### src/include/edge_consts.svh
/* sizing, register map and latency for the edge pipeline
   line width sets the line buffer depth; shorter frames are fine */
`ifndef EDGE_CONSTS_SVH
`define EDGE_CONSTS_SVH

`define EDGE_LINE_W     320
`define EDGE_IMG_H      240

`define EDGE_REG_CTRL   2'd0    // bit 0 enable
`define EDGE_REG_THRESH 2'd1
`define EDGE_REG_COUNT  2'd2    // write clears

`define EDGE_WIN_LAT    1
`define EDGE_GAUSS_LAT  2
`define EDGE_SOBEL_LAT  2
`define EDGE_TOTAL_LAT  6       // win + gauss + win + sobel

`endif

### src/hw/edge_pkg.sv
/* shared vector types for the edge pipeline
   coordinate widths cover up to 512 columns and 256 rows */
package edge_pkg;

    // one grayscale sample
    typedef logic [7:0] pixel_t;

    // raster position
    typedef logic [8:0] coord_x_t;
    typedef logic [7:0] coord_y_t;

    // weighted row sum or one absolute gradient, 4*255 at most
    typedef logic [10:0] grad_t;

    // |gx| + |gy| before saturation, also wide enough for 16*255
    typedef logic [11:0] mag_t;

    // register word address on the wishbone side
    typedef logic [1:0] wb_addr_t;

endpackage

### src/hw/wb_edge_regs.sv
/* wishbone classic slave, single-cycle ack one clock after the request
   writes land together with the ack; read data is valid only while ack is high */
`include "edge_consts.svh"

module wb_edge_regs (
    input  logic                clk,
    input  logic                rst,
    input  logic                wb_cyc,
    input  logic                wb_stb,
    input  logic                wb_we,
    input  edge_pkg::wb_addr_t  wb_adr,
    input  logic [31:0]         wb_dat_w,
    output logic [31:0]         wb_dat_r,
    output logic                wb_ack,
    input  logic                edge_seen,
    output logic                enable,
    output edge_pkg::pixel_t    threshold
);

    logic        req;
    logic [15:0] edge_count;

    assign req = wb_cyc && wb_stb && !wb_ack;   // ack drops even if stb stays

    always_ff @(posedge clk) begin
        if (rst) begin
            wb_ack     <= 1'b0;
            enable     <= 1'b0;
            threshold  <= 8'h80;
            edge_count <= '0;
        end else begin
            wb_ack <= req;
            if (req && wb_we && wb_adr == `EDGE_REG_COUNT) begin
                edge_count <= '0;                   // clear beats increment
            end else if (edge_seen && edge_count != 16'hffff) begin
                edge_count <= edge_count + 16'd1;
            end
            if (req && wb_we) begin
                case (wb_adr)
                    `EDGE_REG_CTRL:   enable    <= wb_dat_w[0];
                    `EDGE_REG_THRESH: threshold <= wb_dat_w[7:0];
                    default: ;
                endcase
            end
        end
    end

    always_ff @(posedge clk) begin
        case (wb_adr)
            `EDGE_REG_CTRL:   wb_dat_r <= {31'd0, enable};
            `EDGE_REG_THRESH: wb_dat_r <= {24'd0, threshold};
            `EDGE_REG_COUNT:  wb_dat_r <= {16'd0, edge_count};
            default:          wb_dat_r <= '0;
        endcase
    end

endmodule

### config.mk
export PLATFORM = sky130hd
export DESIGN_NAME = wb_edge_regs
export DESIGN_NICKNAME = d
export VERILOG_FILES = /design/src/hw/edge_pkg.sv /design/src/hw/wb_edge_regs.sv
export VERILOG_INCLUDE_DIRS = /design/src /design/src/include
export SDC_FILE = /design/constraint.sdc
export NUM_CORES = 1
export LEC_CHECK = 0
export BUFFER_PORTS_ARGS = -buffer_cell sky130_fd_sc_hd__buf_4
export CORE_MARGIN = 2
export CORE_UTILIZATION = 42
export DETAILED_ROUTE_END_ITERATION = 7
export GPL_ROUTABILITY_DRIVEN = 0
export GPL_TIMING_DRIVEN = 0
export PLACE_DENSITY = 0.76
export REMOVE_ABC_BUFFERS = 1
export SYNTH_ARGS = -nofsm -noshare
export SYNTH_HDL_FRONTEND = slang
export SYNTH_SLANG_ARGS = --single-unit
### constraint.sdc
create_clock -name clk -period 1.55 [get_ports clk]
set_input_delay 0.155 -clock clk [delete_from_list [all_inputs] [get_ports clk]]
set_output_delay 0.155 -clock clk [all_outputs]
set_load 0.02 [all_outputs]
-- Yosys cells after proc, flatten, opt, wreduce, memory -nomap -nowiden
Cells that the tools add are included.
- add/sub/neg operators: 1
- eq/ne operators: 3
- muxes and demuxes: 1
- reduce and logical (&&, ||, !) cells: 10
- operators with widths (cell ; number):
    one-hot mux 16 bit (3 select lines) ; 1
    adder 16 x 1 -> 16 bit (second input constant) ; 1
    != test 16 bit (second input constant) ; 1
    logical AND 1 bit ; 5
    AND reduction 2 bit ; 2
    == test 2 x 1 -> 1 bit (second input constant) ; 1
    == test 2 bit (second input constant) ; 1
    logical NOT 2 bit ; 1
    OR reduction 2 bit ; 1
    logical NOT 1 bit ; 1
- flip-flop bits (word level): 58
- input port bits: 40
- output and inout bits: 42
- logic and storage cells: 20

-- Depth between registers and ports, before layout
- depth in word-level cells: 5
- mapped depth: 6
- mapped depth without buffers: 5

-- Worst setup path after synthesis
No wires, ideal clock.
- kind: register to register
- from: register edge_count[0]
- to: register edge_count[5]
- setup time: 0.070 ns
- data arrival time: 1.491 ns
- required time: 1.480 ns
- path slack: -0.012 ns
- cell stages (with the launch flop): 7
- clock period less this slack: 1.562 ns
- cell sequence: dfxtp_1 ha_1 nand4_1 nor4_1 buf_2 or4_1 a21oi_1
- word-level cells in the longest chain between the ends: 2
- elaborated cells on any way between the ends: 3
- those cells by class: 1 x add/sub; 1 x eq/ne; 1 x reduce/logical
- RTL lines (what ; RTL line ; RTL):
    from (decl) ; wb_edge_regs.sv:21 ; logic [15:0] edge_count;
    from (signal assigned) ; wb_edge_regs.sv:36 ; edge_count <= edge_count + 16'd1;
    branches (longest 2 deep; another with adder 16 x 1 -> 16 bit) ; - ;
Parallel ways; which one is timed is not known.
A chain may end at the register's enable or synchronous reset.

-- Worst setup path in the final report
- from: register edge_count[7]
- to: register edge_count[12]
The elaborated chain is that of the path after synthesis.

==> out/qor.yml <==
run_status:
  outcome: "complete, but fails checks"
  failed_checks: "setup timing"
synthesis:
  ys_async_sr_fraction_pct: 0
  netlist_instances: 206
  synth_ff_type: "sky130_fd_sc_hd__dfxtp_1"
  synth.cell_area_sq_um: 1810
  yosys_warnings: 0
  synthTopCellsByCount: "sky130_fd_sc_hd__dfxtp_1, sky130_fd_sc_hd__nand2_1, sky130_fd_sc_hd__a21oi_1, sky130_fd_sc_hd__buf_4, sky130_fd_sc_hd__and2_1"
  most_area_hungry_cell_type_in_the_yosys_netlist: "sky130_fd_sc_hd__dfxtp_1"
  synth_edf_count: 0
  synth.most_common_cell: "sky130_fd_sc_hd__dfxtp_1"
  synth.top_cells.by_area: "sky130_fd_sc_hd__dfxtp_1, sky130_fd_sc_hd__buf_4, sky130_fd_sc_hd__a21oi_1"
  count_of_state_elements_after_synthesis: 42
  synth_area_per_cell_sq_um: 8.78
  synth.top_cell.area_share_pct: 46.5
  synthDistinctLibCells: 37
  synth.yosys.seq_area_share_pct: 46.5
sta:
  final_critical_path_setup_slack_ns: -0.0271
  post-route-min-period_ns: 1.58
  slew_viol_final: 0
  worst_slew_pin_slew_ns: 0.640
  slew-limit-headroom_pct: 57.2
  max_freq_mhz: 634
  setup_repair_after_global_routing_missed_its_margin: "yes"
  final-hold-violation-count: 0
  final-setup-viol-count: 2
  worst_clock_skew_ns: 0.0128
  final.period_utilization_pct: 102
route:
  avgViaCountPerCell: 5.41
  wl_met2_mm: 2.14
  drc: 0
  highest-signal-layer: "met4"
  route.met3.wl_um: 232
  wl_met1_mm: 1.74
  drtPass1Iterations: 4
  route.final.wire_length_mm: 4.19
  vias: 1640
  first_iter_violations: 73
  wire_per_inst_um: 13.8
  antenna_violating_nets_post_route: 0
clock_network:
  tritoncts: "yes"
  cts_inserted_buffers: 5
  tritoncts_num_sinks: 42
  clock_tree.buffer_depth: 2
  root_buffer: "sky130_fd_sc_hd__clkbuf_8"
  clkLatencyLatePin_ns: 0.30
  cts.clk_slew.worst_paths_ns: 0.08
  htree_levels: 2
grt:
  first_global_vias: 1430
  grt.overflow.total: 0
  global_route.usage.total_pct: 16.1
  grt_first_pass_wirelength_mm: 6.38
  grt_max_degree: 18
  antenna_found_initial: 0
run:
  maxCapViolations: 0
worst_setup_path:
  critical_path.reg2reg.startpoint: "edge_count[7]"
  startpoint: "edge_count[7]"
  cp_data_required_time_ns: 1.73
  timing_worst_setup_path_type: "flip-flop to flip-flop"
  crit_path_max_fanout: 7
  worst_setup_path_start_kind: "flip-flop"
  worst_ep_arrival_time_ns: 1.76
  end_kind: "flip-flop"
die:
  die_height_um: 69.6
  starting_density_of_the_core_pct: 44.3
  die_area_sq_um: 4850
  placement_rows: 23
  dieWidth_um: 69.6
  floorplan.core_area_sq_um: 4090
  boundaryPins: 82
placed_design:
  io_buffer_count: 41
  dpl.hpwl_mm: 2.58
  pre_cts_worst_setup_slack_ns: -0.887
  place_inst: 285
power_and_ir_drop:
  power.static_leakage_nw: 0.963
  design_power_total_w: 0.00193
  pwr_density_nw_per_um2: 808
  vdd_ir_drop_max_mv: 0.375
layout:
  drive_gt1_share_pct: 35.6
  final_nets: 293
  fin_cells: 303
  area_growth_pct: 32.2
  fillerInstances: 371
  antenna_cells: 0
min_path:
  kind_of_path_behind_the_tightest_hold_check: "primary input to flip-flop"
  hold_path_startpoint: "wb_dat_w[7]"
-- flip-flops by register name, indices dropped and copies added, names as in the netlist --
| register | flops |
|---|---|
| edge_count | 16 |
| threshold | 8 |
| wb_dat_r | 16 |
| enable | 1 |
| wb_ack | 1 |
-- repair_timing --
action | 4_1_cts | 5_1_grt
setup buffers | 8 | 2
hold buffers | 0 | 0
gates resized for setup | 22 | 29
endpoints found under the setup margin | 16 | 16
pin swaps | 8 | 15
-- kinds of logic after synthesis --
kind of cell / Yosys count / synth area share (%)
AND/OR/NAND/NOR: 82 / 25.3
AO/OA/AOI/OAI: 46 / 16.0
adder cells (fa/ha/maj): 1 / 0.691
flip-flops: 42 / 46.5
multiplexers: 2 / 1.11
buffers and inverters: 32 / 10.2
other: 1 / 0.207
-- final cells by class --
| class | count | area, sq um | share of cell area (%) |
|---|---|---|---|
| multi-input cells | 147 | 956 | 40.0 |
| clock buffers | 6 | 72.6 | 3.03 |
| repair buffers | 51 | 387 | 16.2 |
| well taps | 50 | 62.6 | 2.62 |
| clock inverters | 2 | 13.8 | 0.575 |
| inverters | 5 | 18.8 | 0.785 |
| flip-flops and latches | 42 | 882 | 36.9 |
-- through the flow --
step,cell area (sq um),util [%],hold slack [ns],setup TNS (ns)
finish,2390,58.5,0.0618,-0.0502
global route,2390,58.5,0.0777,-0.430
CTS,2280,55.8,0.0609,0
detailed placement,2070,50.7,0.373,-8.58
global placement,2070,50.7,0.368,-8.44
floorplan,1700,-,0.224,-2.32
-- critical path, cell delays in order (launching register included) --
cell                      delay [ns]
sky130_fd_sc_hd__dfxtp_4        0.39
sky130_fd_sc_hd__nand4_4        0.16
sky130_fd_sc_hd__buf_4          0.19
sky130_fd_sc_hd__nor4_1         0.43
sky130_fd_sc_hd__mux2i_1        0.25
sky130_fd_sc_hd__nor2_1         0.05
-- cells in the final DEF, fill, tap and decap left out, drive strengths merged, types with 2 or more instances in the layout --
cell type   n
a21oi      21
a22o        7
and2        9
and3        2
buf        51
clkbuf      6
clkinv      2
conb       16
dfxtp      42
inv         5
mux2i       2
nand2      28
nand3       6
nand4       8
nor2        3
nor2b       2
nor3        3
nor4        5
o21ai       6
o31ai       6
or3         4
or4         7
-- where the power goes --
part | total [W] | internal [W] | switching [W]
Clock | 0.000687 | 0.000318 | 0.000370
Sequential | 0.00108 | 0.00108 | 0.00000921
Combinational | 0.000162 | 0.0000605 | 0.000101
Total | 0.00193 | 0.00145 | 0.000480
-- metal layers --
| layer | vias to the layer above | track usage (%) |
|---|---|---|
| met5 | - | 0 |
| met4 | 0 | 7.05 |
| met3 | 8 | 3.63 |
| met2 | 55 | 28.1 |
| met1 | 773 | 18.9 |
| li1 | 804 | - |
-- path summary, 6_finish.rpt --
kind	end	slack, ns	cells after the start
max reg2reg	edge_count[12]	-0.03	5
max	edge_count[12]	-0.03	5
min	threshold[7]	0.06	3
min reg2reg	wb_ack	0.45	1
Note: power is estimated with default switching activity, not from simulation.
