`src/include/edge_consts.svh`:
```
/* sizing, register map and latency for the edge pipeline
   line width sets the line buffer depth; shorter frames are fine */
`ifndef EDGE_CONSTS_SVH
`define EDGE_CONSTS_SVH

`define EDGE_LINE_W     320
`define EDGE_IMG_H      240

`define EDGE_REG_CTRL   2'd0    // bit 0 enable
`define EDGE_REG_THRESH 2'd1
`define EDGE_REG_COUNT  2'd2    // write clears

`define EDGE_WIN_LAT    1
`define EDGE_GAUSS_LAT  2
`define EDGE_SOBEL_LAT  2
`define EDGE_TOTAL_LAT  6       // win + gauss + win + sobel

`endif

```
`src/hw/edge_pkg.sv`:
```
/* shared vector types for the edge pipeline
   coordinate widths cover up to 512 columns and 256 rows */
package edge_pkg;

    // one grayscale sample
    typedef logic [7:0] pixel_t;

    // raster position
    typedef logic [8:0] coord_x_t;
    typedef logic [7:0] coord_y_t;

    // weighted row sum or one absolute gradient, 4*255 at most
    typedef logic [10:0] grad_t;

    // |gx| + |gy| before saturation, also wide enough for 16*255
    typedef logic [11:0] mag_t;

    // register word address on the wishbone side
    typedef logic [1:0] wb_addr_t;

endpackage

```
`src/hw/pixel_stream_if.sv`:
```
/* one pixel per cycle with its raster position
   no ready signal, a stage must take every valid beat */
interface pixel_stream_if;

    logic                valid;
    edge_pkg::pixel_t    pixel;
    edge_pkg::coord_x_t  x;
    edge_pkg::coord_y_t  y;

    modport src (
        output valid,
        output pixel,
        output x,
        output y
    );

    modport sink (
        input valid,
        input pixel,
        input x,
        input y
    );

endinterface

```
`src/hw/sobel_edge.sv`:
```
/* sobel |gx| + |gy|, saturated to 8 bits and thresholded, 2 cycles
   output is 0xff at or above threshold, so a threshold of 0 marks every pixel */
module sobel_edge (
    input  logic                clk,
    input  logic                rst,
    input  edge_pkg::pixel_t    taps [9],
    input  logic                win_valid,
    input  edge_pkg::coord_x_t  win_x,
    input  edge_pkg::coord_y_t  win_y,
    input  edge_pkg::pixel_t    threshold,
    pixel_stream_if.src         o
);

    edge_pkg::grad_t    gx_pos, gx_neg;
    edge_pkg::grad_t    gy_pos, gy_neg;
    edge_pkg::grad_t    gx_abs, gy_abs;
    edge_pkg::mag_t     mag;
    edge_pkg::pixel_t   mag_sat;
    logic               v_q;
    edge_pkg::coord_x_t x_q;
    edge_pkg::coord_y_t y_q;

    // gx: right column minus left column
    assign gx_pos = edge_pkg::grad_t'(taps[2]) + (edge_pkg::grad_t'(taps[5]) << 1)
                  + edge_pkg::grad_t'(taps[8]);
    assign gx_neg = edge_pkg::grad_t'(taps[0]) + (edge_pkg::grad_t'(taps[3]) << 1)
                  + edge_pkg::grad_t'(taps[6]);

    // gy: oldest row minus newest row
    assign gy_pos = edge_pkg::grad_t'(taps[0]) + (edge_pkg::grad_t'(taps[1]) << 1)
                  + edge_pkg::grad_t'(taps[2]);
    assign gy_neg = edge_pkg::grad_t'(taps[6]) + (edge_pkg::grad_t'(taps[7]) << 1)
                  + edge_pkg::grad_t'(taps[8]);

    assign mag     = edge_pkg::mag_t'(gx_abs) + edge_pkg::mag_t'(gy_abs);
    assign mag_sat = (mag > 12'd255) ? 8'hff : mag[7:0];

    always_ff @(posedge clk) begin
        if (rst) begin
            v_q     <= 1'b0;
            o.valid <= 1'b0;
        end else begin
            v_q     <= win_valid;
            o.valid <= v_q;
        end
    end

    always_ff @(posedge clk) begin
        gx_abs  <= (gx_pos >= gx_neg) ? gx_pos - gx_neg : gx_neg - gx_pos;
        gy_abs  <= (gy_pos >= gy_neg) ? gy_pos - gy_neg : gy_neg - gy_pos;
        x_q     <= win_x;
        y_q     <= win_y;
        o.pixel <= (mag_sat >= threshold) ? 8'hff : 8'h00;
        o.x     <= x_q;
        o.y     <= y_q;
    end

endmodule

```
`src/flat_wrapper.sv`:
```
// flat-port wrapper written by rule: the top's interface ports become plain ports
module sobel_edge_flat 
  (clk, rst, taps, win_valid, win_x, win_y, threshold, o_valid, o_pixel, o_x, o_y);
  pixel_stream_if o_i ();
  input  logic clk;
  input  logic rst;
  input  edge_pkg::pixel_t taps[9];
  input  logic win_valid;
  input  edge_pkg::coord_x_t win_x;
  input  edge_pkg::coord_y_t win_y;
  input  edge_pkg::pixel_t threshold;
  output wire logic [$bits(o_i.valid)-1:0] o_valid;
  output wire logic [$bits(o_i.pixel)-1:0] o_pixel;
  output wire logic [$bits(o_i.x)-1:0] o_x;
  output wire logic [$bits(o_i.y)-1:0] o_y;
  assign o_valid = o_i.valid;
  assign o_pixel = o_i.pixel;
  assign o_x = o_i.x;
  assign o_y = o_i.y;
  sobel_edge u_core (.clk(clk), .rst(rst), .taps(taps), .win_valid(win_valid), .win_x(win_x), .win_y(win_y), .threshold(threshold), .o(o_i));
endmodule
```
`config.mk`:
```
export PLATFORM = sky130hd
export DESIGN_NAME = sobel_edge_flat
export DESIGN_NICKNAME = d
export VERILOG_FILES = /design/src/include/edge_consts.svh /design/src/hw/edge_pkg.sv /design/src/hw/pixel_stream_if.sv /design/src/hw/sobel_edge.sv /design/src/flat_wrapper.sv
export SDC_FILE = /design/constraint.sdc
export NUM_CORES = 1
export LEC_CHECK = 0
export BUFFER_PORTS_ARGS = -buffer_cell sky130_fd_sc_hd__buf_2
export CORE_MARGIN = 4
export CORE_UTILIZATION = 39
export DETAILED_ROUTE_END_ITERATION = 6
export PLACE_DENSITY = 0.71
export SYNTH_ARGS = -nofsm -noshare
export SYNTH_HDL_FRONTEND = slang
export SYNTH_SLANG_ARGS = --single-unit
```
`constraint.sdc`:
```
create_clock -name clk -period 6.55 [get_ports clk]
set_input_delay 1.31 -clock clk [delete_from_list [all_inputs] [get_ports clk]]
set_output_delay 1.31 -clock clk [all_outputs]
set_load 0.005 [all_outputs]
```
# Word-level counts from Yosys, hierarchy flattened
# Cells that the tools add are included.
# W data, S select, Z words.
[classes] addsub=13 magnitude_cmp=4 muxes=4
[op_table] operator="$add A11 B8 Y11" n=4
[op_table] operator="$sub A11 B11 Y11" n=4
[op_table] operator="$add A8 B9 Y10" n=4
[op_table] operator="$ge A11 B11 Y1" n=2
[op_table] operator="$mux W11" n=2
[op_table] operator="$mux W8" n=2
[op_table] operator="$add A11 B11 Y12" n=1
[op_table] operator="$gt A12 B8 Y1 const B" n=1
[op_table] operator="$ge A8 B8 Y1" n=1
[totals] register_bits=66 input_bits=100 wordCells=30

# Depth between registers and ports, before layout
[depth] depth_word=5 ltp_mapped=23

# Worst setup path before layout
# No wires, ideal clock.
[synth_timing] path_type="input port to flip-flop" start="input port taps[8] in the netlist's numbering" end="register u_core.gy_abs[5]" t_arrival_ns=5.115 required_time_ns=6.416 slack_ns=1.301 stages=23 path_buffers=2 cell_sequence="ha_1 > inv_1 > fa_1 > nand2b_1 > a21oi_1 > o21a_1 > nor2_1 > xnor2_1 > ha_1 > or3_1 > o21ai_0 > o21bai_1 > xnor2_1 > xor2_1 > ha_1 > clkbuf_2 > nand2_1 > nor4_1 > nor3_1 > and3_1 > buf_2 > nor4_1 > a2111oi_2"
[synth_via] elab_chain_len=4
[synth_lines] element="start, declared" line_no="flat_wrapper.sv:7" source="input edge_pkg::pixel_t taps[9];"
[synth_lines] element="$add A8 B9 Y10 *" line_no="sobel_edge.sv:32" source="assign gy_neg = edge_pkg::grad_t'(taps[6]) + (edge_pkg::grad_t'(taps[7]) << 1)"
[synth_lines] element="$add A11 B8 Y11 *" line_no="sobel_edge.sv:33" source="+ edge_pkg::grad_t'(taps[8]);"
[synth_lines] element="$sub A11 B11 Y11 or $ge A11 B11 Y1 (tied branches)" line_no="sobel_edge.sv:50" source="gy_abs <= (gy_pos >= gy_neg) ? gy_pos - gy_neg : gy_neg - gy_pos;"
[synth_lines] element="$mux W11 *" line_no="sobel_edge.sv:50"
[synth_lines] element="end signal, assigned" line_no="sobel_edge.sv:50"
[synth_lines] element="end, declared" line_no="sobel_edge.sv:16" source="edge_pkg::grad_t gx_abs, gy_abs;"
# Every way passes the cells marked *; elsewhere a longest branch is shown, timed or not.
# A chain may end at the register's enable or synchronous reset.

# Final worst setup path
[layout_timing] start="input port taps[17] in the netlist's numbering" end="register u_core.gy_abs[5]"
# The elaborated chain is that of the path after synthesis.

==> flow_summary.yaml <==
clocking:
  tritoncts: "yes"
  clk_latency_ns: 0.32
  htree_levels: 3
  clock-sinks: 59
  cts_buffers: 9
  clk_pin_slew_ns: 0.05
  cts_resized: 0
  cts_hold_buf: 0
  cts.path.max_buffers: 2
  cts_root_buf: "clkbuf_16"
  post_cts_buffers: 0
sta:
  min_period_ns: 5.698
  setup-tns-final_ns: 0
  slew_violations: 0
  worst_slew_pin_slew_ns: 0.7152
  slew_headroom_pct: 51.69
  setup-violations-final: 0
  fin_skew_ns: 0.003348
  rsz0062_at_grt: "false"
  fin_ws_ns: 0.8524
  period_share_pct: 86.99
  holdWs_ns: 0.3217
  fmax_mhz: 175.5
  hold_viol_final: 0
layout:
  final_nets: 1159
  syn_to_final_growth_pct: 14.80
  final_area_sq_um: 7775
  antennaDiodeCount: 0
  final_cell_mix: "ha_1 (121), buf_2 (117), inv_1 (76)"
  drive_gt1_share_pct: 16.45
  layout_commonest_cell: "ha_1"
routing:
  vias: 5974
  drcViolationCount: 0
  dr_wl_met3_microns: 965
  wl_met1_microns: 7862
  wl_per_cell_microns: 13.92
  ant_nets: 0
  viasPerCell: 5.195
  route.top_layer_used: "met5"
  drt_iter0_markers: 219
  wl_microns: 16010
  wl_met2_microns: 6846
  dr.pass1.iters: 5
grt:
  antenna_found_initial: 2
  grt_max_degree: 15
  overflow: 0
  first_global_vias: 5597
  grt_use_total_pct: 15.92
  grt_pass1_wl_microns: 26060
worst_setup_path:
  crit_type: "input pin to flip-flop"
  crit_path_end_kind: "flip-flop"
  r2r_cells: 16
  start_kind: "input pin"
  rr_startpoint: "u_core.gy_abs[0]"
  cp_num_buf_inv: 3
  worstSetupPathDepth: 23
  crit_path_frequent_cell: "ha_1"
  r2r_slack_ns: 2.83
  slowest_stage: "ha_1"
  cp.arrival_ns: 5.91
  cpLargestDelayFamily: "simple AND/OR/NAND/NOR gates"
  path_cells: "buf_2 > ha_1 > inv_1 > fa_1 > nand2b_1 > a21oi_1 > o21a_1 > nor2_1 > xnor2_1 > ha_1 > or3_1 > o21ai_0 > o21bai_1 > xnor2_1 > xor2_1 > ha_1 > nand2_1 > nor4_1 > nor3_1 > nand3_1 > buf_4 > a21oi_1 > a2111oi_2"
  worstPathMaxFanout: 9
  cp_data_required_time_ns: 6.76
  r2r_end: "u_core.o.pixel[6]"
  cpPeakStageDelay_ns: 0.45
placement:
  portBuffers: 117
  dp_slack_ns: 0.5273
  gp_congestion: 0.9342
  placedInstanceArea_sq_um: 7505
  dp_hpwl_microns: 13830
run:
  cap_violations: 0
die:
  die_x_microns: 139.8
  ios: 126
  core-area_sq_um: 16820
  die_area_sq_um: 19540
  rows: 47
  start_util_pct: 40.27
  die_h_microns: 139.8
min_path:
  hold-path-cell-count: 0
  whs_endpoint: "u_core.o.x[6]"
  worstHoldStart: "u_core.x_q[6]"
  worstHoldPathType: "flip-flop to flip-flop"
synthesis:
  postSynth.asyncResetShare_pct: 0
  yosys.cell_types.count: 69
  ys_warn_count: 0
  syn_inst: 820
  synth_nets: 1054
  synth_edf_count: 0
  synth_area_sq_um: 6773
  synth_area_per_cell_sq_um: 8.259
  ys_seq_area_share_pct: 17.44
  synth_flop_cell: "dfxtp_1"
  synth-seq-cells: 59
pwr:
  p_per_area_nw_per_um2: 438.9
  ir_worst_vdd_mv: 0.2441
  p_leak_nw: 3.816
  total_power_mw: 3.412
status:
  status: "completed"
cell families (layout without fill, tap and decap cells):
group / after synthesis / in the layout / share of synthesized area (%)
flip-flops: 59 / 59 / 17.44
AND/OR/NAND/NOR: 211 / 211 / 15.56
multiplexers: 15 / 15 / 2.217
buffers and inverters: 101 / 211 / 6.336
AO/OA/AOI/OAI: 234 / 234 / 23.72
XOR/XNOR: 66 / 66 / 8.535
adder cells (fa/ha/maj): 134 / 134 / 26.20
layout make-up:
| cell class | instances | area [sq um] |
|---|---|---|
| inverter | 76 | 285.3 |
| clock inverter | 6 | 41.29 |
| clock buffer | 10 | 229.0 |
| fill | 1722 | 9044 |
| timing repair buffer | 119 | 600.6 |
| tap | 220 | 275.3 |
| sequential | 59 | 1181 |
| multi-input combinational | 660 | 5162 |
layer usage:
layer,vias up,GRT usage [%]
met5,-,0
met2,159,25.47
met4,4,4.895
met1,2661,21.60
met3,19,3.225
li1,3131,-
synth_stat cells, types with 6 or more instances:
cell	number	area, sq um
o211ai_1	10	75.07
o21a_1	18	135.1
buf_2	9	45.04
xnor2_1	42	367.9
nor3_1	21	105.1
nand2_1	42	157.7
fa_1	13	260.3
mux2i_1	15	150.1
a21oi_1	71	355.3
a211oi_1	16	120.1
xor2_1	24	210.2
a21o_1	23	172.7
nor2b_1	11	68.82
o21ai_0	34	170.2
dfxtp_1	59	1181
buf_4	8	60.06
nand2b_1	28	175.2
nor2_1	54	202.7
nand3_1	16	80.08
inv_1	76	285.3
a21boi_0	6	45.04
or2_2	9	56.30
ha_1	121	1514
and3_1	6	37.54
worst max-delay path by stage:
stage / startpoint / end
6_report: taps[17] / u_core.gy_abs[5]
5_1_grt: taps[17] / u_core.gy_abs[5]
4_1_cts: taps[17] / u_core.gy_abs[5]
3_5_place_dp: taps[17] / u_core.gy_abs[5]
3_3_place_gp: taps[17] / u_core.gy_abs[5]
2_1_floorplan: taps[8] / u_core.gy_abs[5]
worst register-to-register path: stages (launching register included):
cell and delay (ns):
dfxtp_1 0.30, ha_1 0.22, inv_1 0.08, fa_1 0.21
nor2b_1 0.07, o31a_1 0.27, o31a_1 0.28, o22ai_1 0.17
mux2i_1 0.55, and3b_1 0.24, ha_1 0.22, nand2b_1 0.14
a21o_1 0.17, a21o_1 0.17, a211o_1 0.28, a21oi_1 0.13
o21ai_0 0.09
flip-flops by register name (all words and copies together), names as in the netlist:
| signal | flops |
|---|---|
| u_core.y_q | 8 |
| u_core.x_q | 9 |
| u_core.o.pixel | 1 |
| u_core.o.y | 8 |
| u_core.o.valid | 1 |
| u_core.gx_abs | 11 |
| u_core.o.x | 9 |
| u_core.v_q | 1 |
| u_core.gy_abs | 11 |
power by group:
| part | total [mW] | internal (mW) | switching [mW] | leakage, nW |
|---|---|---|---|---|
| combinational | 2.50 | 1.09 | 1.41 | 3.19 |
| clock | 0.413 | 0.255 | 0.158 | 0.125 |
| sequential | 0.502 | 0.461 | 0.0410 | 0.497 |
| total | 3.41 | 1.80 | 1.61 | 3.82 |
per-stage QoR:
step,instances,utilization [%]
floorplan,820,-
global placement,1134,44.62
detailed placement,1134,44.62
CTS,1150,46.23
global route,1150,46.23
finish,1150,46.23
No activity file was read; power rests on OpenSTA's default activity.
