==> src/include/edge_consts.svh <==
/* sizing, register map and latency for the edge pipeline
   line width sets the line buffer depth; shorter frames are fine */
`ifndef EDGE_CONSTS_SVH
`define EDGE_CONSTS_SVH

`define EDGE_LINE_W     320
`define EDGE_IMG_H      240

`define EDGE_REG_CTRL   2'd0    // bit 0 enable
`define EDGE_REG_THRESH 2'd1
`define EDGE_REG_COUNT  2'd2    // write clears

`define EDGE_WIN_LAT    1
`define EDGE_GAUSS_LAT  2
`define EDGE_SOBEL_LAT  2
`define EDGE_TOTAL_LAT  6       // win + gauss + win + sobel

`endif

==> src/hw/edge_pkg.sv <==
/* shared vector types for the edge pipeline
   coordinate widths cover up to 512 columns and 256 rows */
package edge_pkg;

    // one grayscale sample
    typedef logic [7:0] pixel_t;

    // raster position
    typedef logic [8:0] coord_x_t;
    typedef logic [7:0] coord_y_t;

    // weighted row sum or one absolute gradient, 4*255 at most
    typedef logic [10:0] grad_t;

    // |gx| + |gy| before saturation, also wide enough for 16*255
    typedef logic [11:0] mag_t;

    // register word address on the wishbone side
    typedef logic [1:0] wb_addr_t;

endpackage

==> src/hw/pixel_stream_if.sv <==
/* one pixel per cycle with its raster position
   no ready signal, a stage must take every valid beat */
interface pixel_stream_if;

    logic                valid;
    edge_pkg::pixel_t    pixel;
    edge_pkg::coord_x_t  x;
    edge_pkg::coord_y_t  y;

    modport src (
        output valid,
        output pixel,
        output x,
        output y
    );

    modport sink (
        input valid,
        input pixel,
        input x,
        input y
    );

endinterface

==> src/hw/gauss_3x3.sv <==
/* 1-2-1 by 1-2-1 gaussian, divide by 16 with truncation, 2 cycles
   coordinates pass unchanged, output belongs to the window centre */
module gauss_3x3 (
    input  logic                clk,
    input  logic                rst,
    input  edge_pkg::pixel_t    taps [9],
    input  logic                win_valid,
    input  edge_pkg::coord_x_t  win_x,
    input  edge_pkg::coord_y_t  win_y,
    pixel_stream_if.src         o
);

    edge_pkg::grad_t    row_sum [3];
    edge_pkg::mag_t     blur_sum;
    edge_pkg::mag_t     sum_q;
    logic               v_q;
    edge_pkg::coord_x_t x_q;
    edge_pkg::coord_y_t y_q;

    // horizontal pass per row, then vertical weighting
    always_comb begin
        for (int r = 0; r < 3; r++) begin
            row_sum[r] = edge_pkg::grad_t'(taps[3*r])
                       + (edge_pkg::grad_t'(taps[3*r+1]) << 1)
                       + edge_pkg::grad_t'(taps[3*r+2]);
        end
        blur_sum = edge_pkg::mag_t'(row_sum[0])
                 + (edge_pkg::mag_t'(row_sum[1]) << 1)
                 + edge_pkg::mag_t'(row_sum[2]);
    end

    always_ff @(posedge clk) begin
        if (rst) begin
            v_q     <= 1'b0;
            o.valid <= 1'b0;
        end else begin
            v_q     <= win_valid;
            o.valid <= v_q;
        end
    end

    always_ff @(posedge clk) begin
        sum_q   <= blur_sum;
        x_q     <= win_x;
        y_q     <= win_y;
        o.pixel <= sum_q[11:4];     // /16
        o.x     <= x_q;
        o.y     <= y_q;
    end

endmodule

==> src/flat_wrapper.sv <==
// flat-port wrapper written by rule: the top's interface ports become plain ports
module gauss_3x3_flat 
  (clk, rst, taps, win_valid, win_x, win_y, o_valid, o_pixel, o_x, o_y);
  pixel_stream_if o_i ();
  input  logic clk;
  input  logic rst;
  input  edge_pkg::pixel_t taps[9];
  input  logic win_valid;
  input  edge_pkg::coord_x_t win_x;
  input  edge_pkg::coord_y_t win_y;
  output wire logic [$bits(o_i.valid)-1:0] o_valid;
  output wire logic [$bits(o_i.pixel)-1:0] o_pixel;
  output wire logic [$bits(o_i.x)-1:0] o_x;
  output wire logic [$bits(o_i.y)-1:0] o_y;
  assign o_valid = o_i.valid;
  assign o_pixel = o_i.pixel;
  assign o_x = o_i.x;
  assign o_y = o_i.y;
  gauss_3x3 u_core (.clk(clk), .rst(rst), .taps(taps), .win_valid(win_valid), .win_x(win_x), .win_y(win_y), .o(o_i));
endmodule
==> config.mk <==
export PLATFORM = sky130hd
export DESIGN_NAME = gauss_3x3_flat
export DESIGN_NICKNAME = d
export VERILOG_FILES = /design/src/include/edge_consts.svh /design/src/hw/edge_pkg.sv /design/src/hw/pixel_stream_if.sv /design/src/hw/gauss_3x3.sv /design/src/flat_wrapper.sv
export SDC_FILE = /design/constraint.sdc
export NUM_CORES = 1
export LEC_CHECK = 0
export BUFFER_PORTS_ARGS = -buffer_cell sky130_fd_sc_hd__buf_2
export CAP_MARGIN = 20
export CORE_ASPECT_RATIO = 1.5
export CORE_UTILIZATION = 39
export DETAILED_ROUTE_END_ITERATION = 10
export PLACE_DENSITY = 0.68
export SLEW_MARGIN = 30
export SYNTH_ARGS = -nofsm -noshare
export SYNTH_HDL_FRONTEND = slang
export SYNTH_SLANG_ARGS = --single-unit
==> constraint.sdc <==
create_clock -name clk -period 7.2 [get_ports clk]
set_input_delay 0.72 -clock clk [delete_from_list [all_inputs] [get_ports clk]]
set_output_delay 0.72 -clock clk [all_outputs]
set_load 0.005 [all_outputs]
* After elaboration in Yosys (flattened, before gate mapping) *
Index checks and enable logic that the tools add are counted.

storage, ports and cells
  input bits = 92
  logic and storage cells = 16
  output and inout bits = 26
  register bits = 56

operators by class
  add/sub/neg operators = 8

operator list
  operator                 count
  adder 11 x 8 -> 11 bit   3
  adder 8 x 9 -> 10 bit    3
  adder 11 x 12 -> 12 bit  1
  adder 12 x 11 -> 12 bit  1

* Logic depth before layout (Yosys ltp) *
Gate-level depths: netlist of run 1.

  word-level depth = 4
  depth in mapped cells = 21
  mapped depth without buffers = 21

* Least setup slack after synthesis of run 1 *
Ideal clock, no wire load.

  path kind = input to register
  from = input port taps[9] (netlist name)
  to = register u_core.sum_q[11]
  arrival time = 4378 ps
  stages = 19
  data required time = 7128 ps
  buffers on the path = 0
  library setup time = 72 ps
  path slack = 2750 ps
  path through = ha_1 > a211oi_1 > nor2_1 > o21a_1 > nor2_1 > xnor2_1 > ha_1 > or2_2 > a21oi_1 > a21oi_1 > o2bb2ai_1 > a211o_1 > fa_1 > inv_1 > ha_1 > a21oi_1 > o21ai_1 > a21oi_1 > xnor2_1

on the way
  longest elaborated chain between the ends = 3

RTL lines
  what                     line               RTL
  start: declaration       flat_wrapper.sv:7  input edge_pkg::pixel_t taps[9];
  adder 8 x 9 -> 10 bit    gauss_3x3.sv:24    + (edge_pkg::grad_t'(taps[3*r+1]) << 1)
  adder 11 x 8 -> 11 bit   gauss_3x3.sv:25    + edge_pkg::grad_t'(taps[3*r+2]);
  adder 12 x 11 -> 12 bit  gauss_3x3.sv:29    + edge_pkg::mag_t'(row_sum[2]);
  via u_core.blur_sum[11]  gauss_3x3.sv:14    edge_pkg::mag_t blur_sum;
  end signal: assignment   gauss_3x3.sv:43    sum_q <= blur_sum;
  end: declaration         gauss_3x3.sv:15    edge_pkg::mag_t sum_q;

The timed path passes the listed nets, and every way through them passes these cells.
A chain may end at the register's enable or synchronous reset.

* Final worst setup path of run 1 *
  from = input port taps[8] (netlist name)
  to = register u_core.sum_q[11]

Same word-level chain as after synthesis.

==> results.txt, run 1 <==
Initial Util = 40.5%
Netlist cell types = 36
syn_nets = 557
vias in the first global route = 2903
VDD IR max = 0.000271 V
Max Root-Sink Buffers = 2
total chip power = 1.45 mW
post-cts resize count = 0
most common cell after layout, fill and taps aside = buf_2
I/O pin count = 118
Tmin final = 4.62 ns
final worst path period share = 64.2%
Synth top area share = 28.8%
endpoints failing hold = 0
latest clock arrival within the worst-skew pair = 0.28 ns
die width = 80.7 um
Final HPWL DP = 6490 um
row cnt = 42
Setup WS pre-CTS = 2.27 ns
Num CTS Buffers = 5
max-slew violation count = 0
global-route wire length before repair = 11800 um
GRT Util Overall = 15.3%
pin count of the biggest net entering global routing = 16
Critical Path Fanout Max = 4
Core Area = 8930 um^2
RSZ-0062 raised after global routing = false
clock transition at the registers of the reported paths = 0.06 ns
most frequent cells in the layout = buf_2 (117), ha_1 (54), dfxtp_1 (52)
crit-path cells = buf_2 -> ha_1 -> inv_1 -> fa_1 -> inv_1 -> ha_1 -> a211oi_1 -> nor2_1 -> o31ai_1 -> nand2_1 -> a21oi_1 -> xor2_1 -> fa_1 -> inv_1 -> ha_1 -> nand3_1 -> a2111oi_2 -> nor2_1 -> o21ai_1 -> a21oi_1 -> xnor2_1
Vias/cell = 4.88
area of the mapped netlist = 3620 um^2
Post-DP Area = 4340 um^2
critical path's slowest cell = fa_1
H-tree depth = 2
First-pass DRT Iterations = 4
status = completed
Crit path max-delay family = adder cells
worst hold path class = reg -> reg
CP endpoint kind = flop
setup violators final = 0
Seq cells post-synth = 52
Lkg Pwr = 2.23 nW
critical path class = in -> reg
# Post-CTS Setup Buffers = 0
Worst slew margin = 72.6%
Yosys warnings = 0
Setup Skew = 0.00363 ns
design area = 4490 um^2
Post-DRT Antenna Nets = 0
Synth-to-Final Area Change = 24.1%
# diodes = 0
Buf/Inv on CP = 4
Die ar. = 9680 um^2
Die H = 120 um
top post-synthesis cells by area = dfxtp_1 (29%), ha_1 (19%), fa_1 (8.8%)
per-cell routed wire length = 11.6 um
Root Buffer = clkbuf_16
CTS tree = yes
initial antenna violation count = 0
Yosys top cell by area = dfxtp_1
crit-path max cell delay = 0.54 ns
upper clock frequency limit = 216 MHz
Worst EP arrival = 4.79 ns
CP startpoint kind = input port
final wirelength = 7290 um
DRC Markers = 0
hold_buf cts = 0
Syn Area/Cell = 9.16 um^2
final setup margin = 2.58 ns
final core utilization = 50.3%
DR vias = 3074
Final TNS setup = 0 ns
Seq/Total Area, Yosys = 28.8%
worst endpoint required time = 7.37 ns
GP Congestion = 0.838
First DRT Iteration DRCs = 57
gr ovfl total = 0
cell count after synthesis = 395
Slew @ Worst Pin = 0.408 ns
Max-cap violations = 0
pwr dens = 322 nW/um^2
CTS sink cnt = 52
buffers added on ports = 117
share of layout cells above drive strength 1 = 25.2%
Final nets = 681
## registers in the layout, summed over array words and instances (netlist names)
register        flops
u_core.o.y          8
u_core.sum_q        8
u_core.x_q          9
u_core.o.valid      1
u_core.y_q          8
u_core.o.pixel      8
u_core.v_q          1
u_core.o.x          9
## stage by stage
step	hold slack, ns	instances
after floorplan	0.310	395
after global placement	0.310	622
after detailed placement	0.312	622
after CTS	0.323	630
after global routing	0.330	630
final	0.322	630
## cells in the mapped netlist, drive strengths merged
cell / number
ha: 54
dfxtp: 52
inv: 44
nor2: 42
xnor2: 25
a21oi: 23
o21ai: 23
fa: 16
a211oi: 13
nand2: 12
nor3: 12
nor2b: 10
o21a: 10
xor2: 9
a21o: 8
nand2b: 6
a21boi: 5
o31a: 4
o2bb2ai: 3
o31ai: 3
a211o: 2
a21bo: 2
and3: 2
nand3: 2
nand4: 2
nand4b: 2
nor4: 2
or2: 2
a2111oi: 1
a31oi: 1
nand3b: 1
o211ai: 1
or3: 1
## worst paths after layout
check | cells after the start | endpoint | slack, ns | startpoint
worst max-delay path | 21 | u_core.sum_q[11] | 2.58 | taps[8]
worst min-delay path | 0 | u_core.o.y[0] | 0.32 | u_core.y_q[0]
worst max register to register | 1 | u_core.o.valid | 6.69 | u_core.v_q
worst min register to register | 0 | u_core.o.y[0] | 0.32 | u_core.y_q[0]
## layout make-up
type                            count  area [um^2]
Sequential cell                    52         1040
Timing Repair Buffer              117          586
Tap cell                          110          138
Inverter                           44          165
Clock buffer                        7          143
Fill cell                         872         4440
Clock inverter                      1         7.51
Multi-Input combinational cell    299         2410
## kinds of logic after synthesis
group / Yosys count / share of synthesized area [%]
AO/OA/AOI/OAI: 99 / 18.0
AND/OR/NAND/NOR: 96 / 13.0
buffers and inverters: 44 / 4.56
adder cells (fa/ha/maj): 70 / 27.5
flip-flops: 52 / 28.8
XOR/XNOR: 34 / 8.23
## power breakdown
part           total, mW  leakage (nW)  switching (mW)  internal (mW)
combinational      0.846          1.72           0.452          0.394
clock              0.227        0.0701          0.0890          0.138
sequential         0.372         0.438          0.0128          0.359
## routing by layer
metal	GRT usage [%]	share of wire, %	routed length, um
met5	0	0	0
met4	6.47	2.2	159
met3	1.67	4.6	338
met2	29.1	53	3840
met1	16.4	41	2950
No activity file was read; power rests on OpenSTA's default activity.
==> run 2, diff against run 1 <==
Clock period 7.2 ns to 4.4 ns, I/O delays scaled along.
==> run 2 against run 1 <==
  * Clock power is 86% higher
  * Critical endpoint is now u_core.sum_q[10]
  * First-iteration DRC count down 30%
  * Highest routed layer unchanged
  * Worst setup slack worse by 2.3 ns
==> results.txt, run 2 (synthesis results as in run 1) <==
Top Registers = u_core.o.x (9), u_core.x_q (9)
max-slew violation count = 0
setup violators final = 0
most frequent cells in the layout = buf_2 (117), dfxtp_1 (52), ha_1 (51)
Critical Path Start = taps[57]
per-cell routed wire length = 11.8 um
final worst path period share = 93.7%
die width = 80.7 um
DR vias = 3192
crit-path max cell delay = 0.49 ns
Worst slew margin = 66.9%
latest clock arrival within the worst-skew pair = 0.28 ns
Worst EP arrival = 4.30 ns
worst endpoint required time = 4.57 ns
critical path class = in -> reg
Inst Count DP = 640
upper clock frequency limit = 243 MHz
Num CTS Buffers = 5
critical path's slowest cell = fa_1
Buf/Inv on CP = 3
Root Buffer = clkbuf_16
Initial Util = 40.5%
crit-path cells = buf_2 -> ha_1 -> a211oi_2 -> nor2_1 -> o21a_1 -> nor2_1 -> xnor2_1 -> ha_1 -> or2_2 -> a21oi_1 -> a21oi_1 -> o2bb2ai_1 -> a211o_1 -> fa_1 -> inv_1 -> ha_1 -> a21oi_1 -> o21ai_2 -> buf_4 -> xor2_1
gr ovfl total = 0
Critical Path Stages = 20
Critical Path Fanout Max = 3
reg2reg setup slack = 3.89 ns
First-pass DRT Iterations = 4
Crit path max-delay family = compound AO/OA/AOI/OAI gates
CP endpoint kind = flop
hold_buf cts = 0
share of layout cells above drive strength 1 = 31.4%
Vias/cell = 4.90
reg-to-reg startpoint = u_core.v_q
pwr dens = 573 nW/um^2
pin count of the biggest net entering global routing = 17
# diodes = 0
Slew @ Worst Pin = 0.493 ns
status = completed
First DRT Iteration DRCs = 40
Die ar. = 9680 um^2
Worst Hold End = u_core.x_q[5]
Synth-to-Final Area Change = 31.6%
endpoints failing hold = 0
worst hold path class = in -> reg
GP Congestion = 0.809
Final TNS setup = 0 ns
clock transition at the registers of the reported paths = 0.06 ns
final wirelength = 7680 um
Max Root-Sink Buffers = 2
global-route wire length before repair = 12300 um
VDD IR max = 0.000479 V
H-tree depth = 2
post-route insts no fill = 651
buffers added on ports = 117
CTS tree = yes
Post-DRT Antenna Nets = 0
CP startpoint kind = input port
Register-to-Register Path Depth = 1
I/O pin count = 118
Die H = 120 um
Final nets = 702
Max-cap violations = 0
DRC Markers = 0
Min-Delay Path Depth = 1
CTS sink cnt = 52
GRT Util Overall = 15.9%
initial antenna violation count = 0
Lkg Pwr = 2.34 nW
Setup Skew = 0.00136 ns
RR Endpoint = u_core.o.valid
row cnt = 42
Tmin final = 4.12 ns
Core Area = 8930 um^2
vias in the first global route = 3074
most common cell after layout, fill and taps aside = buf_2
HP Start = win_x[5]
Final HPWL DP = 6640 um
[run 2: final cells by class]
class | count | area, um^2
clock buffers | 5 | 125
flip-flops and latches | 52 | 1040
inverters | 44 | 165
clock inverters | 3 | 42.5
fillers | 848 | 4170
repair buffers | 138 | 743
multi-input cells | 299 | 2510
well taps | 110 | 138
[run 2: report_power, final]
group          leakage [nW]  switching, mW  internal (mW)
clock network        0.0798          0.155          0.267
registers             0.438         0.0191          0.588
logic                  1.82          0.847          0.855
total                  2.34           1.02           1.71
[run 2: metrics by stage]
| stage | setup WS [ns] | hold WS [ns] | cell area [um^2] | util, % | power (mW) |
|---|---|---|---|---|---|
| after global routing | -0.0151 | 0.247 | 4760 | 53.3 | 2.99 |
| after detailed placement | -0.154 | 0.312 | 4480 | 50.1 | 2.18 |
| final | 0.277 | 0.256 | 4760 | 53.3 | 2.73 |
| after global placement | -0.0491 | 0.310 | 4480 | 50.1 | 2.13 |
| after CTS | 0.129 | 0.249 | 4650 | 52.0 | 2.61 |
| after floorplan | 0.230 | 0.310 | 3620 | - | 1.70 |
[run 2: routing by layer]
metal	wire, um	GRT usage, %
met1	2990	16.6
met2	4120	30.9
met3	369	1.44
met4	194	7.03
met5	0	0
[run 2: how the worst max path moves through the flow]
stage / slack, ns / endpoint
3_5_place_dp: -0.15 / u_core.sum_q[11]
2_1_floorplan: 0.23 / u_core.sum_q[11]
3_3_place_gp: -0.05 / u_core.sum_q[11]
4_1_cts: 0.13 / u_core.sum_q[11]
6_report: 0.28 / u_core.sum_q[10]
5_1_grt: -0.02 / u_core.sum_q[11]
[run 2: repair_timing]
action	4_1_cts	5_1_grt
gates resized for setup	0	22
setup buffers	0	3
setup endpoints to repair	0	3
==> run 3, diff against run 2 <==
Settings changed: BUFFER_PORTS_ARGS -buffer_cell sky130_fd_sc_hd__buf_2 to not set, DONT_BUFFER_PORTS set to 1, PLACE_DENSITY 0.68 to 0.57.
==> run 3 against run 2 <==
  * Global-route usage decreased by 1.6 points
  * Sequential share of layout area is 4.2 points higher
  * Register-to-register slack hardly changed
  * Clock skew barely moved
  * Via count fell by 15%
  * Cell count down 20%
  * Fmax decreased by 0.16%
  * Sequential cell count unchanged
  * Count of clock-buffer cells in the layout is 1 higher
  * Worst hold slack worse by 0.074 ns
==> results.txt, run 3 (synthesis results as in run 1) <==
gr ovfl total = 0
Final HPWL DP = 6040 um
First-pass DRT Iterations = 4
upper clock frequency limit = 242 MHz
HP Start = win_x[5]
Max-cap violations = 0
First DRT Iteration DRCs = 64
highest metal used = met4
Die H = 120 um
share of layout cells above drive strength 1 = 6.31%
Worst Hold End = u_core.x_q[5]
Min-Delay Path Depth = 0
final setup margin = 0.271 ns
Initial Util = 40.5%
share of power burned in registers = 25.8%
DRC Markers = 0
post-route insts no fill = 522
Switching Share = 38.5%
CTS tree = yes
die width = 80.7 um
VDD IR max = 0.000398 V
final wirelength = 6770 um
I/O pin count = 118
Critical Path Fanout Max = 4
Setup WS pre-CTS = -0.0619 ns
latest clock arrival within the worst-skew pair = 0.28 ns
Comb pwr share = 58.6%
Lkg Pwr = 1.81 nW
clock transition at the registers of the reported paths = 0.06 ns
Post-DRT Antenna Nets = 0
vias in the first global route = 2542
Synth-to-Final Area Change = 10.5%
Register-to-Register Path Depth = 1
# diodes = 0
reg2reg setup slack = 3.89 ns
final worst path period share = 93.9%
critical path class = in -> reg
Setup Skew = 0.00174 ns
hold_buf cts = 0
pwr dens = 602 nW/um^2
DR vias = 2702
worst hold path class = in -> reg
# fillers = 905
Top Registers = u_core.o.x (9), u_core.x_q (9)
Worst slew margin = 67.6%
Pint = 1.48 mW
reg-to-reg startpoint = u_core.v_q
worst endpoint required time = 4.61 ns
setup violators final = 0
Inst Count DP = 514
status = completed
Max Root-Sink Buffers = 2
CTS sink cnt = 52
per-cell routed wire length = 13.0 um
row cnt = 42
max-slew violation count = 0
CP endpoint kind = flop
buffers added on ports = 0
global-route wire length before repair = 11000 um
most common cell after layout, fill and taps aside = ha_1
Met1 Wirelength = 2590 um
RR Endpoint = u_core.o.valid
Die ar. = 9680 um^2
endpoints failing hold = 0
most frequent cells in the layout = ha_1 (54), dfxtp_1 (52), inv_1 (44)
# Post-CTS Setup Buffers = 0
Vias/cell = 5.18
Root Buffer = clkbuf_16
clock share of power = 15.6%
Num CTS Buffers = 5
met3 wire len = 465 um
initial antenna violation count = 0
Tmin final = 4.13 ns
Final nets = 573
pin count of the biggest net entering global routing = 17
Critical Path Start = taps[58]
Worst EP arrival = 4.33 ns
CP startpoint kind = input port
Core Area = 8930 um^2
GRT Util Overall = 14.4%
Met2 Wirelength = 3570 um
final hold slack = 0.182 ns
H-tree depth = 2
GP Congestion = 0.859
Slew @ Worst Pin = 0.483 ns
post-cts resize count = 0
net switching power = 0.927 mW
-- run 3: cell types whose count changed in the layout (fill, tap and decap cells not counted), sizes merged --
cell | before | now
buf | 138 | 9
bufinv | 1 | 0
clkbuf | 5 | 6
clkinv | 1 | 0
clkinvlp | 1 | 2
-- run 3: metrics by stage --
| stage | cell area [um^2] | setup TNS [ns] | util, % | power [mW] |
|---|---|---|---|---|
| 6_report | 4000 | 0 | 44.8 | 2.41 |
| 2_1_floorplan | 3620 | 0 | - | 1.70 |
| 5_1_grt | 4000 | -0.00733 | 44.8 | 2.69 |
| 4_1_cts | 3980 | 0 | 44.5 | 2.41 |
| 3_3_place_gp | 3820 | -0.0309 | 42.8 | 2.00 |
| 3_5_place_dp | 3820 | -0.0619 | 42.8 | 2.03 |
-- run 3: critical path: stages --
cell and delay, ns:
ha_1 0.33, o21ai_0 0.27, nor2_1 0.10, o21a_1 0.18, nor2_1 0.11, xnor2_1 0.14, ha_1 0.29, or2_2 0.30
a21oi_1 0.19, a21oi_1 0.10, o2bb2ai_1 0.15, a211o_1 0.32, fa_1 0.48, inv_1 0.04, ha_1 0.32, a21oi_1 0.13
o21ai_1 0.11, a21oi_1 0.19, xnor2_1 0.14
-- run 3: worst max-delay path by stage --
stage | cells after the start | slack (ns) | endpoint
finish | 19 | 0.27 | u_core.sum_q[11]
global route | 19 | -0.007 | u_core.sum_q[9]
CTS | 19 | 0.22 | u_core.sum_q[11]
detailed placement | 19 | -0.06 | u_core.sum_q[11]
global placement | 20 | -0.03 | u_core.sum_q[11]
floorplan | 19 | 0.23 | u_core.sum_q[11]
-- run 3: final cells by class --
cell class	instances	area, um^2	share of cell area [%]
timing repair buffer	9	67.6	1.69
multi-input combinational	299	2440	60.9
sequential	52	1040	26.0
clock inverter	2	15.0	0.375
clock buffer	6	139	3.47
inverter	44	165	4.13
tap	110	138	3.44
-- run 3: metal layers --
| metal | GRT usage [%] | vias up |
|---|---|---|
| li1 | - | 1397 |
| met1 | 15.0 | 1207 |
| met2 | 27.1 | 85 |
| met3 | 3.19 | 13 |
| met4 | 5.25 | 0 |
| met5 | 0 | - |
-- run 3: power by group through the flow --
stage	combinational (mW)	clock (mW)	sequential, mW
6_report	1.41	0.376	0.622
5_1_grt	1.65	0.408	0.634
4_1_cts	1.40	0.388	0.623
3_5_place_dp	1.40	0	0.634
3_3_place_gp	1.36	0	0.632
2_1_floorplan	1.08	0	0.622
